[config.mk]
export PLATFORM = sky130hd
export DESIGN_NAME = usiSubsystem
export DESIGN_NICKNAME = d
export VERILOG_FILES = /design/src/source/usiPkg.sv /design/src/source/usiBus.sv /design/src/source/usiGpio.sv /design/src/source/usiPwm.sv /design/src/source/usiSubsystem.sv
export SDC_FILE = /design/constraint.sdc
export NUM_CORES = 1
export LEC_CHECK = 0
export ABC_CLOCK_PERIOD_IN_PS = 6200
export BUFFER_PORTS_ARGS = -buffer_cell sky130_fd_sc_hd__buf_4
export CORE_UTILIZATION = 57
export CTS_BUF_LIST = sky130_fd_sc_hd__clkbuf_2
export CTS_CLUSTER_DIAMETER = 200
export DETAILED_ROUTE_END_ITERATION = 10
export PLACE_DENSITY = 0.81
export SETUP_SLACK_MARGIN = 0.5
export SYNTH_ARGS = -nofsm -noshare
export SYNTH_HDL_FRONTEND = slang
export SYNTH_SLANG_ARGS = --single-unit
[constraint.sdc]
create_clock -name iUsiClk -period 6.2 [get_ports iUsiClk]
set_input_delay 0 -clock iUsiClk [delete_from_list [all_inputs] [get_ports iUsiClk]]
set_output_delay 0 -clock iUsiClk [all_outputs]
set_load 0.01 [all_outputs]
[src/source/usiPkg.sv]
// Shared definitions for the USI register bus
// Command codes, bus address map, CSR offsets and bus structs

package usiPkg;

	// ----------------------------------------
	// Command codes, word bits 31:30
	// ----------------------------------------
	typedef enum logic [1:0]
	{
		cmdNone      = 2'd0,	// Idle slot
		cmdWrite     = 2'd1,
		cmdRead      = 2'd2,
		cmdWriteRead = 2'd3	// Not implemented, slaves ignore it
	} usiCmdE;

	// ----------------------------------------
	// Bus address map, word bits 23:16
	// ----------------------------------------
	localparam logic [7:0] lpBusAdrsGpio = 8'h01;
	localparam logic [7:0] lpBusAdrsPwm  = 8'h02;

	localparam int lpBusSlaveNum = 2;	// GPIO and PWM

	// Returned for an unmapped bus address so decode bugs stand out
	localparam logic [31:0] lpRdDefault = 32'h1234_5678;

	// ----------------------------------------
	// CSR offsets, word bits 15:0
	// ----------------------------------------
	// GPIO block
	localparam logic [15:0] lpCsrGpioOut = 16'h0000;	// Output levels
	localparam logic [15:0] lpCsrGpioDir = 16'h0004;	// 1 drives the pin
	localparam logic [15:0] lpCsrGpioIn  = 16'h0008;	// Read only

	// PWM block
	localparam logic [15:0] lpCsrPwmPeriod = 16'h0000;	// Counter wraps after this
	localparam logic [15:0] lpCsrPwmDuty   = 16'h0004;	// High while count below
	localparam logic [15:0] lpCsrPwmEnable = 16'h0008;	// Bit 0 only

	// Peripheral sizes
	localparam int lpGpioWidth = 16;	// Pin count
	localparam int lpPwmWidth  = 16;	// Counter width

	// ----------------------------------------
	// Bus structs
	// ----------------------------------------
	// One command as it crosses the bus, 58 bits
	typedef struct packed
	{
		usiCmdE      cmd;
		logic [7:0]  busAdrs;	// Decoded by the bus only
		logic [15:0] csrAdrs;	// Decoded by the slave
		logic [31:0] wd;	// Write data
	} usiCmdT;

	// Slave response, 33 bits
	typedef struct packed
	{
		logic [31:0] rd;	// Registered read data
		logic        rdy;	// Low one cycle after a write
	} usiRspT;

endpackage

[src/source/usiBus.sv]
// USI bus core
// Command register, bus address decode, read data mux and ready register

`timescale 1ns/1ps

module usiBus
	import usiPkg::*;
(
	input  logic                     iUsiClk,
	input  logic                     rstN,
	// Master side
	input  usiCmdT                   mCmd,
	input  logic                     mCmdValid,	// Sampled every cycle, no stall
	output logic [31:0]              mRd,
	output logic [lpBusSlaveNum-1:0] mRdy,	// Bit 0 GPIO, bit 1 PWM
	// Slave side
	output usiCmdT                   slvCmd,	// Shared by both slaves
	output logic                     gpioSel,
	output logic                     pwmSel,
	input  usiRspT                   gpioRsp,
	input  usiRspT                   pwmRsp
);

	// ----------------------------------------
	// Address decode
	// ----------------------------------------
	logic gpioHit;
	logic pwmHit;

	always_comb
	begin
		gpioHit = mCmdValid && (mCmd.busAdrs == lpBusAdrsGpio);
		pwmHit  = mCmdValid && (mCmd.busAdrs == lpBusAdrsPwm);
	end

	// ----------------------------------------
	// Command stage, edge N
	// ----------------------------------------
	logic rCmdVld;	// A command sits in slvCmd

	always_ff @(posedge iUsiClk or negedge rstN)
	begin
		if (!rstN)
		begin
			gpioSel <= 1'b0;
			pwmSel  <= 1'b0;
			rCmdVld <= 1'b0;
		end
		else
		begin
			gpioSel <= gpioHit;	// One-cycle strobes
			pwmSel  <= pwmHit;	// Unmapped address raises neither
			rCmdVld <= mCmdValid;
		end
	end

	// Payload follows the strobe, held otherwise
	always_ff @(posedge iUsiClk)
	begin
		if (mCmdValid)
			slvCmd <= mCmd;
	end

	// ----------------------------------------
	// Read tracking, edge N+1
	// ----------------------------------------
	// Address copy lines up with the slave rd register
	logic       rRdPend;
	logic [7:0] rRdAdrs;

	always_ff @(posedge iUsiClk or negedge rstN)
	begin
		if (!rstN)
			rRdPend <= 1'b0;
		else
			rRdPend <= rCmdVld && (slvCmd.cmd == cmdRead);
	end

	always_ff @(posedge iUsiClk)
	begin
		if (rCmdVld && (slvCmd.cmd == cmdRead))
			rRdAdrs <= slvCmd.busAdrs;
	end

	// ----------------------------------------
	// Read mux and ready, edge N+2
	// ----------------------------------------
	always_ff @(posedge iUsiClk or negedge rstN)
	begin
		if (!rstN)
		begin
			mRd  <= '0;
			mRdy <= '0;
		end
		else
		begin
			mRdy <= {pwmRsp.rdy, gpioRsp.rdy};	// Advisory only
			if (rRdPend)	// Holds until the next read returns
			begin
				case (rRdAdrs)
					lpBusAdrsGpio: mRd <= gpioRsp.rd;
					lpBusAdrsPwm:  mRd <= pwmRsp.rd;
					default:       mRd <= lpRdDefault;	// Unmapped slave
				endcase
			end
		end
	end

endmodule

[src/source/usiGpio.sv]
// GPIO slave on the USI bus
// Output and direction registers, synchronized input register

`timescale 1ns/1ps

module usiGpio
	import usiPkg::*;
(
	input  logic                   iUsiClk,
	input  logic                   rstN,
	input  usiCmdT                 slvCmd,
	input  logic                   sel,	// One-cycle strobe from the bus
	output usiRspT                 rsp,
	input  logic [lpGpioWidth-1:0] gpioIn,	// Asynchronous pins
	output logic [lpGpioWidth-1:0] gpioOut,
	output logic [lpGpioWidth-1:0] gpioOe
);

	logic                   wrEn;
	logic                   rdEn;
	logic [lpGpioWidth-1:0] rOut;	// Output levels
	logic [lpGpioWidth-1:0] rDir;	// Output enables
	logic [lpGpioWidth-1:0] rInMeta;	// First synchronizer stage
	logic [lpGpioWidth-1:0] rInSync;	// Input register as read back
	logic [31:0]            rRd;
	logic                   rRdy;

	// Write-and-read and none fall through here
	assign wrEn = sel && (slvCmd.cmd == cmdWrite);
	assign rdEn = sel && (slvCmd.cmd == cmdRead);

	// ----------------------------------------
	// CSR writes, edge N+1
	// ----------------------------------------
	always_ff @(posedge iUsiClk or negedge rstN)
	begin
		if (!rstN)
		begin
			rOut <= '0;
			rDir <= '0;
		end
		else if (wrEn)
		begin
			case (slvCmd.csrAdrs)
				lpCsrGpioOut: rOut <= slvCmd.wd[lpGpioWidth-1:0];
				lpCsrGpioDir: rDir <= slvCmd.wd[lpGpioWidth-1:0];
				default:;	// Input register is read only
			endcase
		end
	end

	// Two-flop synchronizer on the pins
	always_ff @(posedge iUsiClk or negedge rstN)
	begin
		if (!rstN)
		begin
			rInMeta <= '0;
			rInSync <= '0;
		end
		else
		begin
			rInMeta <= gpioIn;
			rInSync <= rInMeta;
		end
	end

	// ----------------------------------------
	// Read data and ready
	// ----------------------------------------
	always_ff @(posedge iUsiClk)
	begin
		if (rdEn)
		begin
			case (slvCmd.csrAdrs)
				lpCsrGpioOut: rRd <= 32'(rOut);
				lpCsrGpioDir: rRd <= 32'(rDir);
				lpCsrGpioIn:  rRd <= 32'(rInSync);
				default:      rRd <= '0;	// Unknown offset
			endcase
		end
	end

	// Low for one cycle after each write, rises after reset
	always_ff @(posedge iUsiClk or negedge rstN)
	begin
		if (!rstN)
			rRdy <= 1'b0;
		else
			rRdy <= !wrEn;
	end

	assign rsp     = '{rd: rRd, rdy: rRdy};
	assign gpioOut = rOut;
	assign gpioOe  = rDir;

endmodule

[src/source/usiPwm.sv]
// PWM slave on the USI bus
// Period, duty and enable registers with a free-running counter

`timescale 1ns/1ps

module usiPwm
	import usiPkg::*;
(
	input  logic   iUsiClk,
	input  logic   rstN,
	input  usiCmdT slvCmd,
	input  logic   sel,	// One-cycle strobe from the bus
	output usiRspT rsp,
	output logic   pwmOut
);

	logic                  wrEn;
	logic                  rdEn;
	logic [lpPwmWidth-1:0] rPeriod;	// Last count before wrap
	logic [lpPwmWidth-1:0] rDuty;	// High count per period
	logic                  rEnable;
	logic [lpPwmWidth-1:0] rCnt;
	logic [31:0]           rRd;
	logic                  rRdy;

	assign wrEn = sel && (slvCmd.cmd == cmdWrite);
	assign rdEn = sel && (slvCmd.cmd == cmdRead);

	// ----------------------------------------
	// CSR writes, edge N+1
	// ----------------------------------------
	always_ff @(posedge iUsiClk or negedge rstN)
	begin
		if (!rstN)
		begin
			rPeriod <= '0;
			rDuty   <= '0;
			rEnable <= 1'b0;
		end
		else if (wrEn)
		begin
			case (slvCmd.csrAdrs)
				lpCsrPwmPeriod: rPeriod <= slvCmd.wd[lpPwmWidth-1:0];
				lpCsrPwmDuty:   rDuty   <= slvCmd.wd[lpPwmWidth-1:0];
				lpCsrPwmEnable: rEnable <= slvCmd.wd[0];
				default:;	// Unknown offset dropped
			endcase
		end
	end

	// ----------------------------------------
	// Counter and output
	// ----------------------------------------
	// Runs 0..period, so one period lasts period+1 cycles
	always_ff @(posedge iUsiClk or negedge rstN)
	begin
		if (!rstN)
			rCnt <= '0;
		else if (!rEnable)
			rCnt <= '0;	// Parked while disabled
		else if (rCnt >= rPeriod)
			rCnt <= '0;	// Wrap, also catches a period shrink
		else
			rCnt <= rCnt + 1'b1;
	end

	// Duty above period gives a steady high
	assign pwmOut = rEnable && (rCnt < rDuty);

	// ----------------------------------------
	// Read data and ready
	// ----------------------------------------
	always_ff @(posedge iUsiClk)
	begin
		if (rdEn)
		begin
			case (slvCmd.csrAdrs)
				lpCsrPwmPeriod: rRd <= 32'(rPeriod);
				lpCsrPwmDuty:   rRd <= 32'(rDuty);
				lpCsrPwmEnable: rRd <= 32'(rEnable);
				default:        rRd <= '0;
			endcase
		end
	end

	// Same ready rule as the GPIO block
	always_ff @(posedge iUsiClk or negedge rstN)
	begin
		if (!rstN)
			rRdy <= 1'b0;
		else
			rRdy <= !wrEn;
	end

	assign rsp = '{rd: rRd, rdy: rRdy};

endmodule

[src/source/usiSubsystem.sv]
// USI subsystem top
// Bus core with the GPIO and PWM slaves

`timescale 1ns/1ps

module usiSubsystem
	import usiPkg::*;
(
	input  logic                     iUsiClk,
	input  logic                     rstN,
	// Master port
	input  usiCmdT                   mCmd,
	input  logic                     mCmdValid,
	output logic [31:0]              mRd,
	output logic [lpBusSlaveNum-1:0] mRdy,
	// Pins
	input  logic [lpGpioWidth-1:0]   gpioIn,
	output logic [lpGpioWidth-1:0]   gpioOut,
	output logic [lpGpioWidth-1:0]   gpioOe,
	output logic                     pwmOut
);

	// Bus to slave wiring
	usiCmdT slvCmd;	// Registered command, fanned out
	logic   gpioSel;
	logic   pwmSel;
	usiRspT gpioRsp;
	usiRspT pwmRsp;

	usiBus i_usiBus (
		.iUsiClk   (iUsiClk),
		.rstN      (rstN),
		.mCmd      (mCmd),
		.mCmdValid (mCmdValid),
		.mRd       (mRd),
		.mRdy      (mRdy),
		.slvCmd    (slvCmd),
		.gpioSel   (gpioSel),
		.pwmSel    (pwmSel),
		.gpioRsp   (gpioRsp),
		.pwmRsp    (pwmRsp)
	);

	// Bus address 0x01
	usiGpio i_usiGpio (
		.iUsiClk (iUsiClk),
		.rstN    (rstN),
		.slvCmd  (slvCmd),
		.sel     (gpioSel),
		.rsp     (gpioRsp),
		.gpioIn  (gpioIn),
		.gpioOut (gpioOut),
		.gpioOe  (gpioOe)
	);

	// Bus address 0x02
	usiPwm i_usiPwm (
		.iUsiClk (iUsiClk),
		.rstN    (rstN),
		.slvCmd  (slvCmd),
		.sel     (pwmSel),
		.rsp     (pwmRsp),
		.pwmOut  (pwmOut)
	);

endmodule

==> run_results.csv, run 1 <==
group,metric,value,unit
outcome,outcome,"finished clean",
critical_path,worst-path-buf-inv,1,
synth,synthMuxAreaShare,8.405,%
synth,avgSynthCellArea,14.62,um2
synth,yosysMostFrequentCell,"dfrtp_1",
timing,finalMaxSlewViolations,0,
detailed_routing,dr_wl_met3,2.869,mm
synth,synthTopCellsByArea,"dfrtp_1 39%, edfxtp_1 28%, mux2_2 5.9%",
cts,h-tree-depth,2,
timing,fin_setup_tns,0,ns
cts,holdBufCountCts,122,
detailed_routing,drt_iter0_drc,918,
final_layout,final_core_util,76.43,%
global_route,grtUsageTotal,33.57,%
cts,clock-sinks,220,
detailed_routing,drc,0,
power,swShare,27.25,%
synth,synth.top_cells.by_count,"138 x dfrtp_1, 82 x edfxtp_1, 50 x inv_1",
synth,syn_area,0.008842,mm2
synth,synth-seq-cells,220,
detailed_routing,ant_nets,0,
power,p_seq_share,57.0,%
timing,maxSlewHeadroom,16.11,%
detailed_routing,drt_first_pass_iters,7,
final_layout,nNetsFinal,986,
final_layout,final-seq-area,0.005916,mm2
critical_path,crit_path_top_delay_cell,"and3_1",
critical_path,regToRegSetupSlack,2.77,ns
critical_path,rr_startpoint,"i_usiBus.slvCmd[39]$_DFFE_PP_",
power,switchingPower,764.4,uW
critical_path,end_kind,"flop",
synth,ys_types,49,
synth,async_flop_share,62.73,%
synth,synth_top_cell_by_area,"dfrtp_1",
global_route,grt_pass1_vias,7248,
global_route,grt_overflow,0,
timing,fin_crit,3.426,ns
synth,synth_xor_area_share,1.387,%
timing,post-route-period-util,55.26,%
floorplanning,num_io_pins,144,
cts,cts_tree,"yes",
synth,yosysWarnings,0,
critical_path,cp_num_cells,6,
floorplanning,rows,45,
critical_path,start_kind,"flop",
detailed_routing,m1WireLength,9.321,mm
run,drv_cap,0,
hold_path,hold_class,"in -> reg",
final_layout,drive_gt1_share,28.48,%
cts,cts.repair.resized,0,
power,leakagePower,5.257,nW
critical_path,cp_top_family,"simple AND/OR/NAND/NOR gates",
power,p_clk_share,36.8,%
cts,cts_root_buffer,"clkbuf_2",
critical_path,crit_path_max_fanout,34,
place,dpl.hpwl,12.09,mm
detailed_routing,num_vias,6781,
floorplanning,start_util,58.38,%
timing,worst_slew_pin_slew,1.257,ns
critical_path,cp_cell_sequence,"nor4_1, nand3_1, nor4_4, buf_4, and3_1, mux2_2",
critical_path,required,6.88,ns
synth,syn_inst,605,
synth,synth_compound_area_share,7.797,%
critical_path,endpoint,"i_usiGpio.gpioOe[14]$_DFFE_PN0P_",
cts,path_clk_slew,0.18,ns
power,ir_drop,0.2019,mV
critical_path,crit_arrival,4.11,ns
critical_path,critPathMaxStageDelay,0.90,ns
synth,synth_fa_ha_area_share,4.528,%
power,power.density,242.4,mW/mm2
cts,cts_made_buffers,51,
critical_path,r2r-end,"i_usiGpio.gpioOe[14]$_DFFE_PN0P_",
synth,ys_seq_area_share,66.90,%
timing,max_freq,0.2919,GHz
detailed_routing,via_per_inst,6.109,
cts,clockBufferDepth,3,
floorplanning,die_h,126.6,um
power,cell_internal_pwr,2.041,mW
timing,finalSetupViolations,0,
cts,cts_setup_buffers,0,
floorplanning,dieArea,0.01601,mm2
detailed_routing,highest_layer,"met4",
synth,synthSimpleGateAreaFrac,6.552,%
synth,synth_top_area_share,39.05,%
global_route,grt_antenna_before_repair,2,
cts,clk-insertion-delay-late,0.90,ns
detailed_routing,wl_met2,13.65,mm
timing,finClkSkew,0.1197,ns
place,numPortBuffers,116,
detailed_routing,wl_per_cell,24.79,um
timing,fin_ws,2.774,ns
synth,synth_top_family_by_area,"multiplexers",
place,pre_cts_ws,3.183,ns
detailed_routing,drt-total-wl,27.51,mm
timing,rsz0062_at_grt,"no",
global_route,grt_pass1_wl,40.04,mm
synth,synth_edf_count,82,
final_layout,fill_cells,722,
timing,hold_viol_final,0,
floorplanning,core,0.01515,mm2
synth,ys.flop_type,"dfrtp_1",
power,comb_power_share,6.2,%
floorplanning,die_x,126.6,um
final_layout,multi_input_area,0.002576,mm2
global_route,grt_max_degree,87,
critical_path,worstSetupPathType,"reg -> reg",
final_layout,area_delta_synth_final,30.92,%
place,gp_congestion,0.9072,
critical_path,worstSetupStartpoint,"i_usiBus.slvCmd[39]$_DFFE_PP_",
critical_path,reg2reg_depth,6,
[per-layer routing]
layer,track usage (%),vias up
met5,0,-
met4,18.28,0
met3,8.267,149
met2,55.96,621
met1,40.51,3250
li1,-,2761
[worst register-to-register path: stages (launching register included)]
cell and delay (ns):
edfxtp_1 0.48, nor4_1 0.36, nand3_1 0.30, nor4_4 0.27, buf_4 0.45, and3_1 0.90, mux2_2 0.45
[placed cells by master, fill, tap and decap left out, types with 9 or more instances in the layout]
| master | netlist | final |
|---|---|---|
| nand2_1 | 17 | 17 |
| dfrtp_1 | 138 | 138 |
| xor2_1 | 9 | 9 |
| mux2_1 | 20 | 20 |
| nand3_1 | 12 | 12 |
| nor2_1 | 35 | 35 |
| clkbuf_2 | 0 | 78 |
| edfxtp_1 | 82 | 82 |
| buf_4 | 17 | 121 |
| dlygate4sd3_1 | 0 | 121 |
| mux2_2 | 46 | 46 |
| a21oi_1 | 12 | 12 |
| conb_1 | 1 | 11 |
| ha_1 | 32 | 32 |
| a222oi_1 | 17 | 17 |
| a22o_1 | 23 | 23 |
| clkinv_1 | 0 | 12 |
| inv_1 | 50 | 50 |
[cells by family after synthesis]
logic type,after synthesis
other cells,1
compound gates,86
mux,66
xor+xnor,14
flops,220
buf+inv,85
simple gates,101
fa+ha+maj,32
[state kept, by name, summed over array words and instances, names as in the netlist]
name and cells:
i_usiPwm.rCnt 16, i_usiBus.gpioSel 1, i_usiBus.rRdPend 1, i_usiBus.slvCmd 42, i_usiGpio.rInMeta 16, i_usiBus.mRdy 2, i_usiBus.mRd 17, i_usiBus.pwmSel 1
i_usiBus.rCmdVld 1, i_usiGpio.rInSync 16, i_usiGpio.gpioOut 16, i_usiPwm.rRd 16, i_usiBus.rRdAdrs 8, i_usiPwm.rPeriod 16, i_usiPwm.rEnable 1, i_usiGpio.rRdy 1
i_usiGpio.gpioOe 16, i_usiPwm.rRdy 1, i_usiPwm.rDuty 16, i_usiGpio.rRd 16
[metrics by stage]
stage	cells	area (um2)	hold WS, ns	power (mW)
3_3_place_gp	890	9834	0.09642	1.714
6_report	1110	11580	0.2253	2.806
5_1_grt	1110	11580	0.1997	2.889
4_1_cts	1108	11570	0.1694	2.704
3_5_place_dp	890	9834	0.1082	1.722
2_1_floorplan	615	8880	-0.2956	1.640
[layout make-up]
cell class | instances | share of cell area [%]
well taps | 188 | 2.032
clock inverters | 18 | 0.9295
diodes | 2 | 0.04323
flip-flops and latches | 220 | 51.10
repair buffers | 244 | 18.64
clock buffers | 78 | 3.372
multi-input cells | 310 | 22.25
inverters | 50 | 1.621
[worst min-delay path by stage]
stage                          from                            to  slack (ns)  cells past startpoint
after floorplan                rstN    i_usiBus.gpioSel$_DFF_PN0_       -0.30                      0
after global placement         rstN  i_usiBus.mRd[25]$_DFFE_PN0P_         0.1                      1
after detailed placement       rstN  i_usiBus.mRd[25]$_DFFE_PN0P_        0.11                      1
after CTS                 mCmdValid    i_usiBus.rCmdVld$_DFF_PN0_        0.17                      2
after global routing      mCmdValid  i_usiBus.slvCmd[0]$_DFFE_PP_        0.20                      2
final                     mCmdValid  i_usiBus.slvCmd[0]$_DFFE_PP_        0.23                      2
[power groups by stage]
stage	registers, mW	logic, mW	clock network, mW
3_3_place_gp	1.61	0.0992	0
4_1_cts	1.59	0.164	0.952
2_1_floorplan	1.61	0.0281	0
6_report	1.60	0.174	1.03
3_5_place_dp	1.62	0.103	0
5_1_grt	1.60	0.187	1.10
No activity file was read; power rests on OpenSTA's default activity.
==> run 2: changes to the inputs <==
ABC_CLOCK_PERIOD_IN_PS = 3060   (was 6200)
CORE_UTILIZATION = 53   (was 57)
PLACE_DENSITY = 0.8   (was 0.81)
clock period = 3.06 ns   (was 6.2 ns; I/O delays follow)
==> run_results.csv, run 2 (synthesis results as in run 1) <==
group,metric,value,unit
global_route,grt_pass1_vias,6808,
place,gp_congestion,0.8687,
detailed_routing,drt_iter0_drc,587,
global_route,use_met1,34.93,%
timing,holdWs,0.2463,ns
cts,h-tree-depth,2,
timing,post-route-period-util,86.59,%
power,ir_drop,0.4052,mV
final_layout,largest_reg_flops,42,
critical_path,crit_arrival,2.65,ns
timing,finalSetupViolations,0,
final_layout,final_core_util,73.81,%
global_route,grt_util_met2,49.91,%
detailed_routing,via_per_inst,5.581,
detailed_routing,wl_per_cell,20.93,um
cts,cts_root_buffer,"clkbuf_2",
critical_path,reg2reg_depth,6,
critical_path,regToRegSetupSlack,0.54,ns
timing,rsz0062_at_grt,"yes",
cts,cts_made_buffers,50,
detailed_routing,drt-total-wl,24.17,mm
timing,maxSlewHeadroom,33.55,%
hold_path,hp-start,"mCmdValid",
timing,fin_crit,2.650,ns
final_layout,layout_common_cells,"140 x buf_4, 130 x dfrtp_1, 121 x dlygate4sd3_1",
floorplanning,core,0.01606,mm2
global_route,grt_antenna_before_repair,2,
timing,finalMaxSlewViolations,0,
global_route,grtUsageTotal,28.36,%
cts,path_clk_slew,0.12,ns
final_layout,fill_cells,909,
run,drv_cap,0,
critical_path,end_kind,"output pin",
power,power.density,461.0,mW/mm2
global_route,grt_max_degree,81,
floorplanning,die_x,131.2,um
global_route,grt_pass1_wl,37.36,mm
hold_path,holdPathEnd,"i_usiBus.rCmdVld$_DFF_PN0_",
critical_path,r2r-end,"i_usiGpio.gpioOe[13]$_DFFE_PN0P_",
place,numPortBuffers,116,
final_layout,nNetsFinal,1005,
detailed_routing,ant_nets,0,
cts,cts_tree,"yes",
timing,hold_viol_final,0,
floorplanning,die_h,131.2,um
global_route,grt_overflow,0,
timing,finClkSkew,0.08209,ns
detailed_routing,num_vias,6446,
place,dpl.hpwl,12.37,mm
hold_path,whs_path_depth,2,
detailed_routing,drc,0,
floorplanning,dieArea,0.01720,mm2
cts,clockBufferDepth,3,
outcome,outcome,"finished clean",
timing,max_freq,0.3774,GHz
final_layout,top_regs,"i_usiBus.slvCmd (42), i_usiBus.mRd (17)",
critical_path,crit_path_max_fanout,2,
floorplanning,rows,46,
critical_path,required,3.06,ns
global_route,grt.busiest_layer,"met2",
cts,clock-sinks,220,
final_layout,layout.cells.most_common,"buf_4",
hold_path,hold_class,"in -> reg",
detailed_routing,drt_first_pass_iters,6,
critical_path,start_kind,"flop",
floorplanning,num_io_pins,144,
final_layout,drive_gt1_share,32.66,%
critical_path,rr_startpoint,"i_usiBus.slvCmd[39]$_DFFE_PP_",
power,leakagePower,5.351,nW
final_layout,largest-register,"i_usiBus.slvCmd",
timing,fin_setup_tns,0,ns
critical_path,worstSetupPathType,"reg -> out",
floorplanning,start_util,55.06,%
final_layout,area_delta_synth_final,34.05,%
timing,worst_slew_pin_slew,0.9968,ns
global_route,grt_use_met3,5.247,%
cts,clk-insertion-delay-late,0.83,ns
run 2: per-layer routing:
layer	vias to the layer above	part of all wire [%]
li1	2815	-
met5	-	0
met1	3237	38
met2	346	52
met3	48	7.7
met4	0	2.1
run 2: worst max path at each step:
stage	start	end	slack [ns]	cells after the start
after global routing	i_usiPwm.rDuty[5]$_DFFE_PN0P_	pwmOut	0.32	8
after CTS	i_usiPwm.rCnt[10]$_DFF_PN0_	pwmOut	0.33	7
after detailed placement	i_usiPwm.rCnt[0]$_DFF_PN0_	i_usiPwm.rCnt[4]$_DFF_PN0_	0.46	7
final	i_usiPwm.rDuty[5]$_DFFE_PN0P_	pwmOut	0.41	8
after floorplan	i_usiPwm.rCnt[9]$_DFF_PN0_	i_usiPwm.rCnt[10]$_DFF_PN0_	0.82	7
after global placement	i_usiPwm.rCnt[9]$_DFF_PN0_	i_usiPwm.rCnt[13]$_DFF_PN0_	0.61	6
run 2: worst max-delay path, stage by stage, from the launching register on:
cell       delay, ns
dfrtp_1         0.42
inv_2           0.08
ha_4            0.21
a21oi_4         0.15
o21ai_2         0.08
a2111oi_2       0.29
nor2_1          0.09
a311oi_2        0.34
buf_4           0.19
run 2: final cells by class:
type | instances | area, um2 | share of cell area [%]
multi-input combinational | 310 | 2703 | 22.80
tap | 216 | 270.3 | 2.280
clock buffer | 81 | 405.4 | 3.420
sequential | 220 | 5926 | 49.99
antenna | 2 | 5.005 | 0.04223
inverter | 50 | 187.7 | 1.583
clock inverter | 12 | 51.30 | 0.4328
timing repair buffer | 264 | 2305 | 19.44
run 2: power by group:
part	internal [mW]	switching [mW]	total [mW]
sequential	3.16	0.0620	3.22
combinational	0.200	0.153	0.353
clock	0.695	1.20	1.89
total	4.05	1.41	5.46
run 2: per-stage QoR:
step	instance area (um2)	worst slack [ns]	total power [mW]	cells
after global placement	9905	0.6088	3.475	921
after floorplan	8880	0.8232	3.323	615
after global routing	11850	0.3171	5.668	1155
after detailed placement	9905	0.4586	3.493	921
after CTS	11650	0.3286	5.391	1140
final	11850	0.4102	5.464	1155
run 2: repair_timing:
item | CTS | global route
endpoints found under the hold margin | 241 | 0
hold buffers | 121 | 0
setup buffers | 5 | 13
setup endpoints to repair | 17 | 96
pin swaps | 3 | 7
gates resized for setup | 11 | 17
